$ cat config.mk
export PLATFORM = sky130hd
export DESIGN_NAME = fill_beat_counter
export DESIGN_NICKNAME = d
export VERILOG_FILES = /design/src/source/axi_lite_pkg.sv /design/src/source/fill_beat_counter.sv
export VERILOG_INCLUDE_DIRS = /design/src /design/src/include
export SDC_FILE = /design/constraint.sdc
export NUM_CORES = 1
export LEC_CHECK = 0
export ABC_CLOCK_PERIOD_IN_PS = 3670
export BUFFER_PORTS_ARGS = -buffer_cell sky130_fd_sc_hd__buf_2
export CORE_MARGIN = 4
export CORE_UTILIZATION = 49
export CTS_CLUSTER_DIAMETER = 40
export DETAILED_ROUTE_END_ITERATION = 6
export GPL_ROUTABILITY_DRIVEN = 0
export PLACE_DENSITY = 0.79
export SETUP_SLACK_MARGIN = 0.2
export SYNTH_ARGS = -nofsm -noshare
export SYNTH_HDL_FRONTEND = slang
export SYNTH_SLANG_ARGS = --single-unit
export TNS_END_PERCENT = 100
$ cat constraint.sdc
create_clock -name rclk -period 3.67 [get_ports rclk]
set_clock_uncertainty 0.2 [all_clocks]
set_input_delay 0.734 -clock rclk [delete_from_list [all_inputs] [get_ports rclk]]
set_output_delay 0.734 -clock rclk [all_outputs]
set_load 0.005 [all_outputs]
$ cat src/include/icache_defines.svh
// ==============================
// icache build constants
// ==============================

`ifndef ICACHE_DEFINES_SVH
`define ICACHE_DEFINES_SVH

// width of a fetch address and of an AXI read address
`define ICACHE_ADDR_W 32

// bytes in one cache line, the offset takes address bits 3:0
`define ICACHE_LINE_BYTES 16

// number of direct-mapped sets, the index takes address bits 9:4
`define ICACHE_SETS 64

// 32-bit words read from memory to fill one line
`define ICACHE_FILL_BEATS 4

// reads that may be issued on AR and not yet returned on R
`define ICACHE_MAX_OUTSTANDING 2

// cycle limit for any single wait in the testbench
`define ICACHE_FETCH_TIMEOUT 400

`endif

$ cat src/source/axi_lite_pkg.sv
// ==============================
// AXI4-Lite read types
// ==============================

package axi_lite_pkg;

	localparam int AXI_ADDR_W = 32;
	localparam int AXI_DATA_W = 32;

	typedef logic [AXI_ADDR_W-1:0] axi_addr_t;
	typedef logic [AXI_DATA_W-1:0] axi_data_t;

	// rresp encoding, exclusive access is not part of AXI4-Lite
	typedef logic [1:0] axi_resp_t;

	localparam axi_resp_t resp_okay = 2'b00;
	localparam axi_resp_t resp_slverr = 2'b10;
	localparam axi_resp_t resp_decerr = 2'b11;

endpackage

$ cat src/source/fill_beat_counter.sv
// ==============================
// AXI read beat counter
// ==============================

`timescale 1ns/100ps
`include "icache_defines.svh"

module fill_beat_counter (
	input  logic                                  rclk,
	input  logic                                  rst,
	input  logic                                  start,
	input  axi_lite_pkg::axi_addr_t               line_base,
	input  logic                                  arready,
	input  logic                                  rvalid,
	output logic                                  arvalid,
	output axi_lite_pkg::axi_addr_t               araddr,
	output logic                                  rready,
	output logic                                  beat_valid,
	output logic [$clog2(`ICACHE_FILL_BEATS)-1:0] beat_index,
	output logic                                  fill_done
);
	import axi_lite_pkg::*;

	localparam int CNT_W = $clog2(`ICACHE_FILL_BEATS + 1);
	localparam int BEAT_W = $clog2(`ICACHE_FILL_BEATS);
	localparam logic [CNT_W-1:0] BEATS = `ICACHE_FILL_BEATS;
	localparam logic [CNT_W-1:0] MAX_PEND = `ICACHE_MAX_OUTSTANDING;

	logic             active;
	logic [CNT_W-1:0] issued;
	logic [CNT_W-1:0] returned;
	logic [CNT_W-1:0] pending;
	axi_addr_t        base_q;

	// reads on AR that have not come back on R yet
	assign pending = issued - returned;

	// pending only drops while arvalid waits, so arvalid holds until arready
	assign arvalid = active && (issued < BEATS) && (pending < MAX_PEND);
	// words are requested in ascending order, 4 bytes apart
	assign araddr = base_q + axi_addr_t'({issued[BEAT_W-1:0], 2'b00});

	assign rready = active && (pending != '0);
	assign beat_valid = rvalid && rready;
	assign beat_index = returned[BEAT_W-1:0];
	assign fill_done = beat_valid && (returned == BEATS - 1'b1);

	always_ff @(posedge rclk) begin
		if (rst) begin
			active <= 1'b0;
			issued <= '0;
			returned <= '0;
		end else if (start) begin
			// a new line may start on the edge that ends the previous one
			active <= 1'b1;
			issued <= '0;
			returned <= '0;
		end else begin
			if (arvalid && arready)
				issued <= issued + 1'b1;
			if (beat_valid)
				returned <= returned + 1'b1;
			if (fill_done)
				active <= 1'b0;
		end
	end

	always_ff @(posedge rclk) begin
		if (start)
			base_q <= line_base;
	end

endmodule

==> out/summary.json <==
{
  "hold-path-cell-count": {"value": 2},
  "vias": {"value": 1511},
  "powerDensity": {"value": 361, "unit": "mW/mm2"},
  "final_hpwl_from_detailed_placement": {"value": 3.21, "unit": "mm"},
  "cp_data_arrival_time": {"value": 2.31, "unit": "ns"},
  "grt_first_pass_wirelength": {"value": 6.74, "unit": "mm"},
  "dr.first_iter.drc_count": {"value": 91},
  "grt_setup_unrepaired": {"value": "no"},
  "io_pins": {"value": 75},
  "run_status": {"value": "completed"},
  "syn-instance-count": {"value": 172},
  "relSlewSlack": {"value": 0.487},
  "multiInputGateArea": {"value": 871, "unit": "um2"},
  "placementRows": {"value": 23},
  "fmax": {"value": 308, "unit": "MHz"},
  "finalNetCount": {"value": 293},
  "floorplan.die.height": {"value": 72.9, "unit": "um"},
  "wirelength_per_cell": {"value": 13.7, "unit": "um"},
  "max_cap_viols": {"value": 0},
  "die_w": {"value": 72.9, "unit": "um"},
  "floorplan.initialDensity": {"value": 0.511},
  "cts_made_buffers": {"value": 5},
  "period_share": {"value": 0.884},
  "final_hold_viol_count": {"value": 0},
  "drc_errors": {"value": 0},
  "worst-r2r-cell-count": {"value": 7},
  "routed_wl": {"value": 4.10, "unit": "mm"},
  "postRouteAntennaNets": {"value": 0},
  "path_depth": {"value": 8},
  "yosys_warnings": {"value": 0},
  "path_max_fanout": {"value": 4},
  "tightest_slew": {"value": 0.769, "unit": "ns"},
  "p_leak": {"value": 1.06, "unit": "nW"},
  "synth_top_area_share": {"value": 0.466},
  "clockRootBuffer": {"value": "clkbuf_8"},
  "globalRouteTotalUtil": {"value": 0.165},
  "synth_top_cells_by_area": {"value": "edfxtp_1 (47%), xnor2_1 (8.1%), dfxtp_1 (6.8%)"},
  "route.detailed.vias_per_inst": {"value": 5.05},
  "timing_max_transition_violations_final": {"value": 0},
  "grt_start_max_net_pins": {"value": 36},
  "first_pass_iters": {"value": 4},
  "globalRouteOverflowTotal": {"value": 0},
  "htree_levels": {"value": 2},
  "core_area": {"value": 0.00403, "unit": "mm2"},
  "fillerInstances": {"value": 348},
  "layout_commonest_cell": {"value": "buf_2"},
  "cts_max_path_buffers": {"value": 2},
  "family_of_cells_with_the_greatest_summed_delay_on_the_critical_path": {"value": "simple AND/OR/NAND/NOR gates"},
  "postSynthRegisterBits": {"value": 39},
  "dieArea": {"value": 0.00531, "unit": "mm2"},
  "clock_insertion_delay_at_the_later_pin_of_the_skew_report": {"value": 0.28, "unit": "ns"},
  "worst_setup_path_start_kind": {"value": "flip-flop"},
  "peakVddDrop": {"value": 285, "unit": "uV"},
  "cts_tree": {"value": "done"},
  "worst_hold_path_type": {"value": "reg -> reg"},
  "timing.final.crit_period": {"value": 3.24, "unit": "ns"},
  "synth.yosys.seq_area_share": {"value": 0.534},
  "yosys.cell_types.count": {"value": 38},
  "antenna_diodes": {"value": 0},
  "synth_top_cell_by_area": {"value": "edfxtp_1"},
  "syn_area_per_cell": {"value": 12.0, "unit": "um2"},
  "clk_pin_slew_worst_paths": {"value": 0.07, "unit": "ns"},
  "area.growth.synth_to_final": {"value": 23.6, "unit": "%"},
  "final_core_utilization": {"value": 0.632},
  "layout.cells.non_filler": {"value": 299},
  "critPathKind": {"value": "reg -> out"},
  "synth_fp_nets": {"value": 217},
  "timing.critical_path.slowest_cell_delay": {"value": 0.36, "unit": "ns"},
  "setup_tns": {"value": 0, "unit": "ns"},
  "crit_slowest_cell": {"value": "fa_2"},
  "final_layout_size_suffix_gt1_frac": {"value": 0.390},
  "grt_antenna_before_repair": {"value": 0},
  "most_frequent_cells_in_the_layout": {"value": "buf_2 (74), edfxtp_1 (32), xnor2_1 (19)"},
  "crit_chain": {"value": "ha_1 -> inv_1 -> fa_2 -> nand4b_1 -> or2_2 -> nor4_2 -> xor2_1 -> buf_2"},
  "crit_required": {"value": 2.74, "unit": "ns"},
  "ff_latch_area": {"value": 0.00110, "unit": "mm2"},
  "mappedNetlistArea": {"value": 0.00206, "unit": "mm2"},
  "port_bufs": {"value": 74},
  "critical_path_buf_inv_count": {"value": 2},
  "placedCellCount": {"value": 289},
  "vias_in_the_first_global_route": {"value": 1520},
  "setup_viol_count_final": {"value": 0},
  "critical_path.endpoint_type": {"value": "output port"},
  "cts_sinks": {"value": 39}
}
flip-flops by register name, indices dropped and copies added, names as in the netlist:
register and flops:
returned 3, issued 3, active 1, base_q 32
layer usage:
metal,up-vias,global-route usage,part of all wire
met2,53,0.269,0.47
li1,765,-,-
met1,687,0.208,0.44
met3,6,0.0620,0.082
met5,-,0,0
met4,0,0.0430,0.010
report_power, final:
group / switching (mW) / internal, mW
registers: 0.0283 / 0.513
clock network: 0.142 / 0.133
logic: 0.0473 / 0.0541
total: 0.218 / 0.701
cell usage after synthesis:
cell / instances
and3_1: 1
buf_2: 1
or4_1: 1
and2_1: 1
nand3_1: 15
and4_1: 2
nand4_2: 1
nand2b_1: 1
clkbuf_1: 1
a21oi_1: 2
or4_4: 1
ha_1: 6
xor2_1: 12
or3_1: 1
o21a_1: 1
o211a_1: 1
xnor2_1: 19
fa_1: 2
nand3_2: 1
and3_2: 1
dfxtp_1: 7
nand2_1: 10
buf_6: 1
a311oi_1: 1
a211oi_1: 1
nand4b_1: 1
nor4_2: 6
inv_1: 10
buf_4: 4
nor2_1: 14
or2_2: 2
a31oi_1: 1
mux2i_1: 1
edfxtp_1: 32
buf_1: 1
nand4_1: 4
nor3_1: 4
xor3_1: 1
what timing repair did:
action / 4_1_cts / 5_1_grt
gates resized for setup: 0 / 2
hold buffers: 0 / 0
setup buffers: 0 / 2
setup endpoints to repair: 0 / 8
area by class of cell:
cell class | instances | area share
Sequential cell | 39 | 0.433
Multi-Input combinational cell | 115 | 0.342
Timing Repair Buffer | 77 | 0.154
Clock buffer | 7 | 0.0300
Tap cell | 50 | 0.0246
Inverter | 10 | 0.0147
Clock inverter | 1 | 0.00196
kinds of logic after synthesis:
group                      Yosys count  synth area share
DFF                                 39             0.534
and+or+nand+nor                     67             0.193
xor gates and xnor gates            32             0.143
buffers and inverters               18            0.0443
adders and majority gates            8            0.0559
AOI/OAI and AO/OA                    7            0.0243
muxes                                1           0.00486
final timing paths:
kind / to / slack (ns) / from
min: issued[1] / 0.31 / issued[1]
max reg2reg: issued[0] / 1.47 / issued[0]
max: araddr[28] / 0.43 / issued[0]
min reg2reg: issued[1] / 0.31 / issued[1]
worst min-delay path, cell delays in order (launching register included):
cell and delay [ns]:
dfxtp_1 0.34, nand2_1 0.06, a21oi_1 0.05
per-stage QoR:
step	total power, mW	hold slack (ns)	cell area (um2)	setup slack, ns
after global placement	0.651	0.288	2450	0.668
after CTS	0.929	0.309	2530	0.269
after floorplan	0.591	0.270	2060	0.754
after global routing	0.968	0.342	2550	0.222
after detailed placement	0.655	0.297	2450	0.598
final	0.919	0.306	2550	0.427
(Power assumes the default switching activity.)
