$ cat src/include/icache_defines.svh
// ==============================
// icache build constants
// ==============================

`ifndef ICACHE_DEFINES_SVH
`define ICACHE_DEFINES_SVH

// width of a fetch address and of an AXI read address
`define ICACHE_ADDR_W 32

// bytes in one cache line, the offset takes address bits 3:0
`define ICACHE_LINE_BYTES 16

// number of direct-mapped sets, the index takes address bits 9:4
`define ICACHE_SETS 64

// 32-bit words read from memory to fill one line
`define ICACHE_FILL_BEATS 4

// reads that may be issued on AR and not yet returned on R
`define ICACHE_MAX_OUTSTANDING 2

// cycle limit for any single wait in the testbench
`define ICACHE_FETCH_TIMEOUT 400

`endif

$ cat src/source/icache_pkg.sv
// ==============================
// icache types
// ==============================

`include "icache_defines.svh"

package icache_pkg;

	localparam int ADDR_W = `ICACHE_ADDR_W;
	localparam int OFFSET_W = $clog2(`ICACHE_LINE_BYTES);
	localparam int INDEX_W = $clog2(`ICACHE_SETS);
	localparam int TAG_W = ADDR_W - INDEX_W - OFFSET_W;
	// one memory word is the unit of a fill beat
	localparam int WORD_W = `ICACHE_LINE_BYTES * 8 / `ICACHE_FILL_BEATS;
	// pc plus this step addresses the second line that a fetch may touch
	localparam logic [ADDR_W-1:0] FETCH_STEP = 8;

	typedef logic [INDEX_W-1:0] set_index_t;

	// the tag field holds address bits 31:10 and valid sits in bit 0
	typedef struct packed {
		logic [TAG_W-1:0] tag;
		logic             valid;
	} tag_entry_t;

	typedef logic [`ICACHE_LINE_BYTES*8-1:0] line_t;

	// eight instruction bytes with the byte at pc in bits 7:0
	typedef logic [2*WORD_W-1:0] fetch_window_t;

endpackage

$ cat src/source/axi_lite_pkg.sv
// ==============================
// AXI4-Lite read types
// ==============================

package axi_lite_pkg;

	localparam int AXI_ADDR_W = 32;
	localparam int AXI_DATA_W = 32;

	typedef logic [AXI_ADDR_W-1:0] axi_addr_t;
	typedef logic [AXI_DATA_W-1:0] axi_data_t;

	// rresp encoding, exclusive access is not part of AXI4-Lite
	typedef logic [1:0] axi_resp_t;

	localparam axi_resp_t resp_okay = 2'b00;
	localparam axi_resp_t resp_slverr = 2'b10;
	localparam axi_resp_t resp_decerr = 2'b11;

endpackage

$ cat src/source/icache_fill_fsm.sv
// ==============================
// icache fill control
// ==============================

`timescale 1ns/100ps
`include "icache_defines.svh"

module icache_fill_fsm (
	input  logic                      rclk,
	input  logic                      rst,
	input  logic                      fetch_req,
	input  logic [`ICACHE_ADDR_W-1:0] fetch_pc,
	input  logic                      hit0,
	input  logic                      hit1,
	input  axi_lite_pkg::axi_resp_t   rresp,
	input  logic                      beat_valid,
	input  logic                      fill_done,
	output logic                      fetch_ready,
	output logic                      fetch_valid,
	output logic                      fetch_err,
	output logic [`ICACHE_ADDR_W-1:0] lookup_pc,
	output logic                      start,
	output axi_lite_pkg::axi_addr_t   line_base,
	output logic                      tag_we,
	output icache_pkg::set_index_t    tag_wadr,
	output icache_pkg::tag_entry_t    tag_wentry,
	output logic                      line_we
);
	import icache_pkg::*;
	import axi_lite_pkg::*;

	typedef enum logic [2:0] {
		st_sweep,
		st_idle,
		st_lookup,
		st_fill0,
		st_fill1,
		st_respond
	} state_t;

	state_t            state;
	state_t            state_nx;
	logic [ADDR_W-1:0] req_pc;
	logic [ADDR_W-1:0] next_pc;
	set_index_t        sweep_idx;
	logic              err_q;
	logic              miss1_q;
	logic              need1;
	logic              all_hit;
	logic              accept;
	logic              line_err;

	assign next_pc = req_pc + FETCH_STEP;
	// the next line counts as needed from word offset 2 on
	assign need1 = req_pc[OFFSET_W-1];
	assign all_hit = hit0 && (hit1 || !need1);
	assign accept = fetch_req && fetch_ready;
	// a bad response on any beat of the current fetch poisons the line
	assign line_err = err_q || (beat_valid && (rresp != resp_okay));

	// ==============================
	// next state and outputs
	// ==============================

	always_comb begin
		state_nx = state;
		fetch_ready = 1'b0;
		fetch_valid = 1'b0;
		fetch_err = 1'b0;
		// while a miss is handled the RAMs keep reading the missed fetch
		lookup_pc = req_pc;
		start = 1'b0;
		line_base = {req_pc[ADDR_W-1:OFFSET_W], {OFFSET_W{1'b0}}};
		tag_we = 1'b0;
		line_we = 1'b0;
		tag_wadr = req_pc[OFFSET_W +: INDEX_W];
		tag_wentry.tag = req_pc[OFFSET_W+INDEX_W +: TAG_W];
		tag_wentry.valid = !line_err;
		case (state)
			st_sweep: begin
				// one set is cleared per cycle
				tag_we = 1'b1;
				tag_wadr = sweep_idx;
				tag_wentry = '0;
				if (sweep_idx == set_index_t'(`ICACHE_SETS-1))
					state_nx = st_idle;
			end
			st_idle: begin
				fetch_ready = 1'b1;
				lookup_pc = fetch_pc;
				if (fetch_req)
					state_nx = st_lookup;
			end
			st_lookup: begin
				if (all_hit) begin
					// a hit completes now and the port takes the next fetch
					fetch_valid = 1'b1;
					fetch_ready = 1'b1;
					lookup_pc = fetch_pc;
					state_nx = fetch_req ? st_lookup : st_idle;
				end else begin
					start = 1'b1;
					if (hit0) begin
						line_base = {next_pc[ADDR_W-1:OFFSET_W], {OFFSET_W{1'b0}}};
						state_nx = st_fill1;
					end else begin
						state_nx = st_fill0;
					end
				end
			end
			st_fill0: begin
				if (fill_done) begin
					tag_we = 1'b1;
					line_we = 1'b1;
					// after a failed line the second fill is skipped
					if (!line_err && miss1_q) begin
						start = 1'b1;
						line_base = {next_pc[ADDR_W-1:OFFSET_W], {OFFSET_W{1'b0}}};
						state_nx = st_fill1;
					end else begin
						state_nx = st_respond;
					end
				end
			end
			st_fill1: begin
				tag_wadr = next_pc[OFFSET_W +: INDEX_W];
				tag_wentry.tag = next_pc[OFFSET_W+INDEX_W +: TAG_W];
				if (fill_done) begin
					tag_we = 1'b1;
					line_we = 1'b1;
					state_nx = st_respond;
				end
			end
			st_respond: begin
				// the final lookup of the missed fetch now reads the filled lines
				fetch_valid = 1'b1;
				fetch_err = err_q;
				fetch_ready = 1'b1;
				lookup_pc = fetch_pc;
				state_nx = fetch_req ? st_lookup : st_idle;
			end
			default: state_nx = st_idle;
		endcase
	end

	// ==============================
	// state registers
	// ==============================

	always_ff @(posedge rclk) begin
		if (rst) begin
			state <= st_sweep;
			sweep_idx <= '0;
			err_q <= 1'b0;
			miss1_q <= 1'b0;
		end else begin
			state <= state_nx;
			if (state == st_sweep)
				sweep_idx <= sweep_idx + 1'b1;
			if (accept)
				err_q <= 1'b0;
			else if (beat_valid && (rresp != resp_okay))
				err_q <= 1'b1;
			if ((state == st_lookup) && !all_hit)
				miss1_q <= need1 && !hit1;
		end
	end

	// the accepted pc is kept for the fill and the final lookup
	always_ff @(posedge rclk) begin
		if (accept)
			req_pc <= fetch_pc;
	end

endmodule

$ cat config.mk
export PLATFORM = sky130hd
export DESIGN_NAME = icache_fill_fsm
export DESIGN_NICKNAME = d
export VERILOG_FILES = /design/src/source/icache_pkg.sv /design/src/source/axi_lite_pkg.sv /design/src/source/icache_fill_fsm.sv
export VERILOG_INCLUDE_DIRS = /design/src /design/src/include
export SDC_FILE = /design/constraint.sdc
export NUM_CORES = 1
export LEC_CHECK = 0
export CAP_MARGIN = 10
export CORE_ASPECT_RATIO = 1.1
export CORE_MARGIN = 3
export CORE_UTILIZATION = 45
export CTS_BUF_LIST = sky130_fd_sc_hd__clkbuf_8
export DETAILED_ROUTE_END_ITERATION = 8
export DONT_BUFFER_PORTS = 1
export PLACE_DENSITY = 0.59
export SLEW_MARGIN = 20
export SYNTH_ARGS = -nofsm -noshare
export SYNTH_HDL_FRONTEND = slang
export SYNTH_SLANG_ARGS = --single-unit
$ cat constraint.sdc
create_clock -name rclk -period 4.45 [get_ports rclk]
set_input_delay 1.1125 -clock rclk [delete_from_list [all_inputs] [get_ports rclk]]
set_output_delay 1.1125 -clock rclk [all_outputs]
set_load 0.01 [all_outputs]
==> flow_metrics.tcl, run 1 <==
set metrics [dict create \
    async_flop_share_pct 0 \
    area_growth_pct 3.33 \
    syn-mean-instance-area_um2 8.30 \
    powerDensity_mw_per_mm2 505 \
    rsz0062_at_grt "no" \
    core.rowCount 34 \
    synth_top_cell_by_area "edfxtp_1" \
    worstSetupPathType "input port to primary output" \
    cts_setup_buffers 0 \
    clock.fmax_mhz 250 \
    min_from "sweep_idx[1]$_SDFFE_PP0N_" \
    initial_utilization_pct 47.4 \
    report.final.slew_viol_count 0 \
    ir_worst_vdd_v 0.000201 \
    r2r-start "state[2]$_SDFFE_PP0P_" \
    worstPathRequired_ps 3340 \
    nets 482 \
    p_int_mw 1.02 \
    cts.path.max_buffers 2 \
    cts_resized 0 \
    cp_max_fo 14 \
    yosys_warnings 0 \
    vias_per_cell 6.46 \
    hold_depth 2 \
    cts_hold_buffers 0 \
    finClkSkew_ps 6.64 \
    worstSetupStartpointType "input port" \
    clkSlewWorstSetupHoldPaths_ps 90 \
    drt_iter0_markers 241 \
    leakage_nw 1.40 \
    r2r_end "req_pc[11]$_DFFE_PP_" \
    clock_sinks 43 \
    ioPinCount 140 \
    finalSetupTns_ps 0 \
    r2r_slack_ps 1680 \
    cts_buffers 5 \
    ys_seq_area_share_pct 30.8 \
    worstPathArrival_ps 2900 \
    die_w_um 94.0 \
    ff2ff_path_depth 5 \
    seq_power_share_pct 31.5 \
    synth_edf_count 32 \
    p_switching_mw 0.985 \
    worstSetupEndpointType "primary output" \
    fin_util_pct 49.0 \
    yosys.area.top_type_share_pct 25.1 \
    holdPathEnd "sweep_idx[1]$_SDFFE_PP0N_" \
    finalSetupViolCount 0 \
    share_comb_of_total_power_pct 55.8 \
    track_usage_pct 22.5 \
    yosysUniqueCellTypes 60 \
    min_period_ps 4010 \
    syn_inst 462 \
    slew_headroom_pct 29.1 \
    die-height_um 103 \
    grt_pass1_wl_mm 17.1 \
    port_buffers 0 \
    outcome "finished, final reports clean" \
    place_hpwl_mm 8.31 \
    synth_flop_cell "edfxtp_1" \
    worstMarginPinSlew_ps 1060 \
    syn_area_mm2 0.00383 \
    synth_area_leaders "edfxtp_1, mux2_2, dfxtp_1" \
    grt_max_degree 41 \
    switching_share_pct 49.2 \
    antenna_cells 0 \
    root_buffer "clkbuf_8" \
    hold_path.class "register to register" \
    first_global_vias 3167 \
    drv_cap 0 \
    detail-route-antenna-nets 0 \
    ys_ff_latch 43 \
    total_power_mw 2.00 \
    wl_mm 11.4 \
    pwr-share-clk_pct 12.7 \
    h-tree-depth 2 \
    drc 0 \
    vias 3531 \
    avgRoutedWirePerCell_um 20.9 \
    gp_congestion 0.832 \
    drive_above_1_share_pct 14.6 \
    coreArea_mm2 0.00808 \
    antenna_found_initial 0 \
    grt-ovfl-total 0 \
    dieArea_mm2 0.00967 \
    clock_latency_ps 300 \
    drt-pass1-iter-count 4 \
    timing.final.crit_share_pct 90.1 \
    hold_viol_final 0 \
    cts_tree "done" \
]
## cell type report
| type | count | area [um^2] |
|---|---|---|
| clock inverter | 3 | 16.3 |
| tap | 108 | 135 |
| inverter | 12 | 45.0 |
| sequential | 43 | 1180 |
| timing repair buffer | 11 | 95.1 |
| multi-input combinational | 365 | 2420 |
| fill | 813 | 4120 |
| clock buffer | 5 | 68.8 |
## power by group through the flow
stage	combinational (mW)	sequential [mW]	clock, mW
after floorplan	0.931	0.576	0
after global placement	1.11	0.637	0
after detailed placement	1.12	0.638	0
after CTS	1.13	0.629	0.266
after global routing	1.23	0.644	0.273
final	1.12	0.631	0.254
## routing by layer
layer | part of all wire, % | vias to the layer above | track usage, %
met5 | 0 | - | 0
met4 | 2.6 | 0 | 7.00
met3 | 8.2 | 22 | 4.53
met2 | 48 | 173 | 38.2
met1 | 41 | 1655 | 28.8
li1 | - | 1681 | -
## how the worst max path moves through the flow
stage / start / endpoint / cells past startpoint / slack [ps]
after floorplan: hit0 / line_base[12] / 6 / 740
after global placement: rresp[1] / line_base[22] / 5 / 150
after detailed placement: rresp[1] / line_base[22] / 5 / 120
after CTS: rresp[1] / line_base[22] / 5 / 110
after global routing: rresp[1] / line_base[12] / 5 / 270
final: rresp[1] / line_base[12] / 5 / 440
## logic make-up after synthesis
| kind of cell | count (synthesis) | share of synthesized area, % |
|---|---|---|
| other | 1 | 0.0978 |
| muxes | 53 | 14.9 |
| AOI/OAI and AO/OA | 125 | 20.5 |
| xor gates and xnor gates | 6 | 1.37 |
| and+or+nand+nor | 174 | 24.4 |
| adders and majority gates | 3 | 0.979 |
| buffers and inverters | 57 | 6.98 |
| DFF | 43 | 30.8 |
## state kept, by name, summed over array words and instances, names as in the netlist
name / cells
miss1_q: 1
req_pc: 32
err_q: 1
state: 3
sweep_idx: 6
## placed cells by master (no fill, tap or decap), types with 6 or more instances in the layout
| cell | n |
|---|---|
| and3_1 | 13 |
| dfxtp_1 | 11 |
| mux2i_1 | 21 |
| or3_1 | 8 |
| a31oi_1 | 12 |
| nand2_1 | 53 |
| o21a_1 | 6 |
| nand2b_1 | 7 |
| nand3_1 | 16 |
| inv_1 | 13 |
| a21oi_1 | 23 |
| nor2_1 | 26 |
| buf_4 | 10 |
| edfxtp_1 | 32 |
| o22ai_1 | 10 |
| o21ai_0 | 40 |
| nor3_1 | 11 |
| nand4_1 | 7 |
| mux2_2 | 32 |
## critical path: stages
cell,delay [ps]
o21ai_0,260
a22oi_1,290
or2_2,510
o311ai_0,500
buf_4,210
## per-stage QoR
step           setup slack [ps]  instance area (um^2)  hold WS, ps  cells
2_1_floorplan               739                  3850          462    465
3_3_place_gp                154                  3870          476    539
3_5_place_dp                123                  3870          492    539
4_1_cts                     109                  3960          505    547
5_1_grt                     266                  3960          536    547
6_report                    442                  3960          502    547
## synth_stat cells, drive strengths merged (6+ instances only)
master and number:
or3 8, o21ai 40, nand2 53, a21oi 23, buf 29, nand4 9, dfxtp 11, mux2 32
inv 12, and3 13, nand3 17, o21a 6, nor2 29, nor3 12, edfxtp 32, nand2b 7
clkbuf 16, o22ai 10, mux2i 21, a31oi 13
No activity file was read; power rests on OpenSTA's default activity.
==> run 2: changes to the inputs <==
- CORE_ASPECT_RATIO: 1.1 -> not set
- GPL_TIMING_DRIVEN: not set -> 0
==> run 2 against run 1 <==
Sequential share of layout area fell by 1.1 points; largest cell class unchanged; final cell count increased by 5.7%; fmax decreased by 2.4%; worst setup slack lost 100 ps; routed wire length increased by 8.6%.
==> flow_metrics.tcl, run 2 (synthesis gave the netlist of run 1 again) <==
set metrics [dict create \
    outcome "finished, final reports clean" \
    cts_hold_buffers 0 \
    gp_congestion 0.919 \
    dieArea_mm2 0.00967 \
    critical-path-top-delay-family "buffers and inverters" \
    clock.fmax_mhz 243 \
    min_period_ps 4110 \
    grt_pass1_wl_mm 19.0 \
    drt-pass1-iter-count 5 \
    vias_per_cell 6.49 \
    grt_max_degree 20 \
    wl_mm 12.4 \
    worstMarginPinSlew_ps 688 \
    grt-ovfl-total 0 \
    rsz0062_at_grt "no" \
    reg_top3 "req_pc (32), sweep_idx (6), state (3)" \
    core.rowCount 33 \
    critPathSlowestCell "o21ai_0" \
    clkSlewWorstSetupHoldPaths_ps 80 \
    hold_viol_final 0 \
    worstPathRequired_ps 3340 \
    die_w_um 98.3 \
    cp_num_buf_inv 4 \
    drt_iter0_markers 395 \
    nets 516 \
    drv_cap 0 \
    antenna_cells 0 \
    drive_above_1_share_pct 17.1 \
    place_area_mm2 0.00401 \
    largest_reg_flops 32 \
    root_buffer "clkbuf_8" \
    track_usage_pct 24.7 \
    worstSetupPathType "input port to primary output" \
    worstSetupStartpointType "input port" \
    leakage_nw 1.51 \
    crit_path_cell_trace "buf_2, and3b_1, a22oi_1, buf_2, nor2_1, buf_4, buf_2, nand2_1, o21ai_0" \
    timing.hold.ws_ps 497 \
    r2r_slack_ps 1740 \
    detail-route-antenna-nets 0 \
    cpPeakStageDelay_ps 370 \
    port_buffers 0 \
    cp_max_fo 10 \
    avgRoutedWirePerCell_um 21.5 \
    clock_latency_ps 300 \
    drc 0 \
    timing.final.crit_share_pct 92.3 \
    cp_common_cell "buf_2" \
    ioPinCount 140 \
    slew_headroom_pct 53.4 \
    cts_tree "done" \
    fin_area_mm2 0.00412 \
    finalSetupViolCount 0 \
    powerDensity_mw_per_mm2 517 \
    h-tree-depth 2 \
    coreArea_mm2 0.00826 \
    first_global_vias 3434 \
    ir_worst_vdd_v 0.000239 \
    finClkSkew_ps 5.64 \
    vias 3752 \
    worstPathArrival_ps 2990 \
    antenna_found_initial 0 \
    worstSetupEndpointType "primary output" \
    fin_util_pct 49.9 \
    place_hpwl_mm 9.23 \
    regMostFlops "req_pc" \
    mostFrequentLayoutCells "nand2_1, o21ai_0, mux2_2, edfxtp_1, nor2_1" \
    initial_utilization_pct 46.4 \
    report.final.slew_viol_count 0 \
    cts_buffers 5 \
    cts.path.max_buffers 2 \
    clock_sinks 43 \
    hold_path.class "register to register" \
    total_power_mw 2.13 \
    final_common_cell "nand2_1" \
    area_growth_pct 7.44 \
    die-height_um 98.3 \
]
==> run 2: what timing repair did <==
| action | CTS | global route |
|---|---|---|
| cloned | 0 | 0 |
| hold endpoints to repair | 0 | 0 |
| endpoints found under the setup margin | 10 | 17 |
| setup buffers | 0 | 0 |
| resized for setup | 2 | 1 |
==> run 2: power by group <==
group          switching [mW]  internal, mW
registers              0.0762         0.516
logic                   0.836         0.399
clock network           0.140         0.164
total                    1.05          1.08
==> run 2: stage by stage <==
stage | setup TNS (ps) | worst slack [ps] | cells
2_1_floorplan | 0 | 739 | 465
3_3_place_gp | -4790 | -152 | 570
3_5_place_dp | 0 | 64.0 | 571
4_1_cts | 0 | 8.56 | 579
5_1_grt | 0 | 119 | 578
6_report | 0 | 343 | 578
==> run 2: path summary, 6_finish.rpt <==
kind / start / to / cells past startpoint
worst max-delay path: hit0 / line_base[5] / 9
worst min-delay path: sweep_idx[1]$_SDFFE_PP0N_ / sweep_idx[1]$_SDFFE_PP0N_ / 2
worst max register to register: state[2]$_SDFFE_PP0P_ / req_pc[13]$_DFFE_PP_ / 7
worst min register to register: sweep_idx[1]$_SDFFE_PP0N_ / sweep_idx[1]$_SDFFE_PP0N_ / 2
==> run 2: worst reg2reg max path, cell delays in order (launching register included) <==
cell	delay (ps)
dfxtp_1	300
buf_2	170
nand2b_1	240
nor2_1	310
a31oi_2	330
buf_2	350
nor2_4	470
buf_16	230
==> run 2: layer usage <==
layer | share of wire [%] | track usage (%) | vias to the layer above
met1 | 41 | 32.7 | 1757
met4 | 2.9 | 7.88 | 0
met5 | 0 | 0 | -
met3 | 11 | 7.86 | 29
met2 | 45 | 38.4 | 223
li1 | - | - | 1743
==> run 2: final cells by class <==
| cell class | count | area (um^2) |
|---|---|---|
| fillers | 816 | 4140 |
| repair buffers | 1 | 27.5 |
| clock buffers | 5 | 68.8 |
| flip-flops and latches | 43 | 1180 |
| plain buffers | 44 | 220 |
| inverters | 12 | 48.8 |
| clock inverters | 3 | 37.5 |
| well taps | 105 | 131 |
| multi-input cells | 365 | 2400 |
==> run 3: changes to the inputs <==
- CORE_UTILIZATION: 45 -> 50
- PLACE_DENSITY: 0.59 -> 0.67
- clock period: 4.45 -> 3.3 ns (I/O delays scaled with it)
==> run 3 against run 2 <==
Combinational power grew 46%; largest power group unchanged; global-route usage up 3.5 points; clock-buffer cell count did not move; non-clock buffer count grew 13; sequential share of layout area shrank 2.5 points; largest cell class unchanged; design area increased by 9.7%.
==> flow_metrics.tcl, run 3 (synthesis gave the netlist of run 1 again) <==
set metrics [dict create \
    worstSetupPathType "input port to primary output" \
    gp_congestion 0.980 \
    clock.fmax_mhz 311 \
    worstPathRequired_ps 2470 \
    coreArea_mm2 0.00733 \
    cts.path.max_buffers 2 \
    worstSetupEndpointType "primary output" \
    clock_sinks 43 \
    cp_max_fo 10 \
    vias 3829 \
    clock_latency_ps 300 \
    grt-ovfl-total 0 \
    port_buffers 0 \
    drc 0 \
    die_w_um 93.6 \
    outcome "finished, final reports clean" \
    powerDensity_mw_per_mm2 670 \
    report.final.slew_viol_count 0 \
    wl_mm 13.0 \
    largest_reg_flops 32 \
    grt_pass1_wl_mm 19.3 \
    h-tree-depth 2 \
    clkSlewWorstSetupHoldPaths_ps 80 \
    regMostFlops "req_pc" \
    ir_worst_vdd_v 0.000381 \
    grt_max_degree 18 \
    nets 529 \
    fin_ws_ps 83.5 \
    avgRoutedWirePerCell_um 22.2 \
    drt_iter0_markers 342 \
    track_usage_pct 28.2 \
    initial_utilization_pct 52.3 \
    finClkSkew_ps 6.03 \
    place_hpwl_mm 9.29 \
    place_area_mm2 0.00401 \
    area_growth_pct 17.9 \
    hold_viol_final 0 \
    fin_area_mm2 0.00452 \
    ioPinCount 140 \
    cts_tree "done" \
    root_buffer "clkbuf_8" \
    worstPathArrival_ps 2390 \
    timing.hold.ws_ps 501 \
    drt-pass1-iter-count 5 \
    fin_util_pct 61.7 \
    vias_per_cell 6.55 \
    reg_top3 "req_pc (32), sweep_idx (6), state (3)" \
    timing.final.crit_share_pct 97.5 \
    cts_buffers 5 \
    leakage_nw 1.66 \
    finalSetupViolCount 0 \
    core.rowCount 31 \
    drv_cap 0 \
    drive_above_1_share_pct 26.1 \
    worstSetupStartpointType "input port" \
    die-height_um 93.6 \
    mostFrequentLayoutCells "nand2_1, mux2_2, edfxtp_1" \
    antenna_found_initial 0 \
    worstMarginPinSlew_ps 691 \
    min_period_ps 3220 \
    detail-route-antenna-nets 0 \
    dieArea_mm2 0.00876 \
    first_global_vias 3534 \
    antenna_cells 0 \
    slew_headroom_pct 54.0 \
    hold_path.class "register to register" \
    final_common_cell "nand2_1" \
    dp_slack_ps -793 \
    cts_hold_buffers 0 \
]
## run 3: final timing paths
| path | end | cells after the start | from | slack [ps] |
|---|---|---|---|---|
| worst max register to register | req_pc[6]$_DFFE_PP_ | 7 | state[1]$_SDFFE_PP0P_ | 690 |
| worst min-delay path | sweep_idx[1]$_SDFFE_PP0N_ | 2 | sweep_idx[1]$_SDFFE_PP0N_ | 500 |
| worst min register to register | sweep_idx[1]$_SDFFE_PP0N_ | 2 | sweep_idx[1]$_SDFFE_PP0N_ | 500 |
| worst max-delay path | line_base[24] | 9 | hit0 | 80 |
## run 3: cell type report
| cell class | instances | area (um^2) |
|---|---|---|
| Fill cell | 651 | 2810 |
| Buffer | 44 | 292 |
| Clock inverter | 3 | 42.5 |
| Multi-Input combinational cell | 365 | 2650 |
| Clock buffer | 5 | 68.8 |
| Tap cell | 99 | 124 |
| Timing Repair Buffer | 14 | 123 |
| Inverter | 12 | 45.0 |
| Sequential cell | 43 | 1180 |
## run 3: report_power, final
| group | switching, mW | internal [mW] | leakage (nW) |
|---|---|---|---|
| Sequential | 0.108 | 0.696 | 0.380 |
| Combinational | 1.17 | 0.626 | 1.22 |
| Clock | 0.201 | 0.226 | 0.0562 |
## run 3: through the flow
step | instances | power [mW] | TNS (ps)
after floorplan | 465 | 2.03 | 0
after global placement | 564 | 2.42 | -46170
after detailed placement | 565 | 2.46 | -18370
after CTS | 576 | 2.96 | 0
after global routing | 585 | 3.21 | -33.2
final | 585 | 3.03 | 0
## run 3: what timing repair did
item / 4_1_cts / 5_1_grt
resized for setup: 51 / 31
buffers inserted: 3 / 9
cloned: 0 / 1
endpoints found under the setup margin: 64 / 57
pin swaps: 2 / 2
## run 3: critical path: stages
cell	delay [ps]
buf_2	190
and3b_1	280
a22oi_2	110
buf_4	220
nor2_4	160
buf_6	150
buf_8	140
nand2_1	90
a31oi_4	220
## run 3: layer usage
metal	track usage [%]	part of all wire, %	vias up
met5	0	0	-
met4	8.42	1.9	0
met3	8.77	12	18
met2	45.3	47	203
met1	36.5	40	1829
li1	-	-	1779
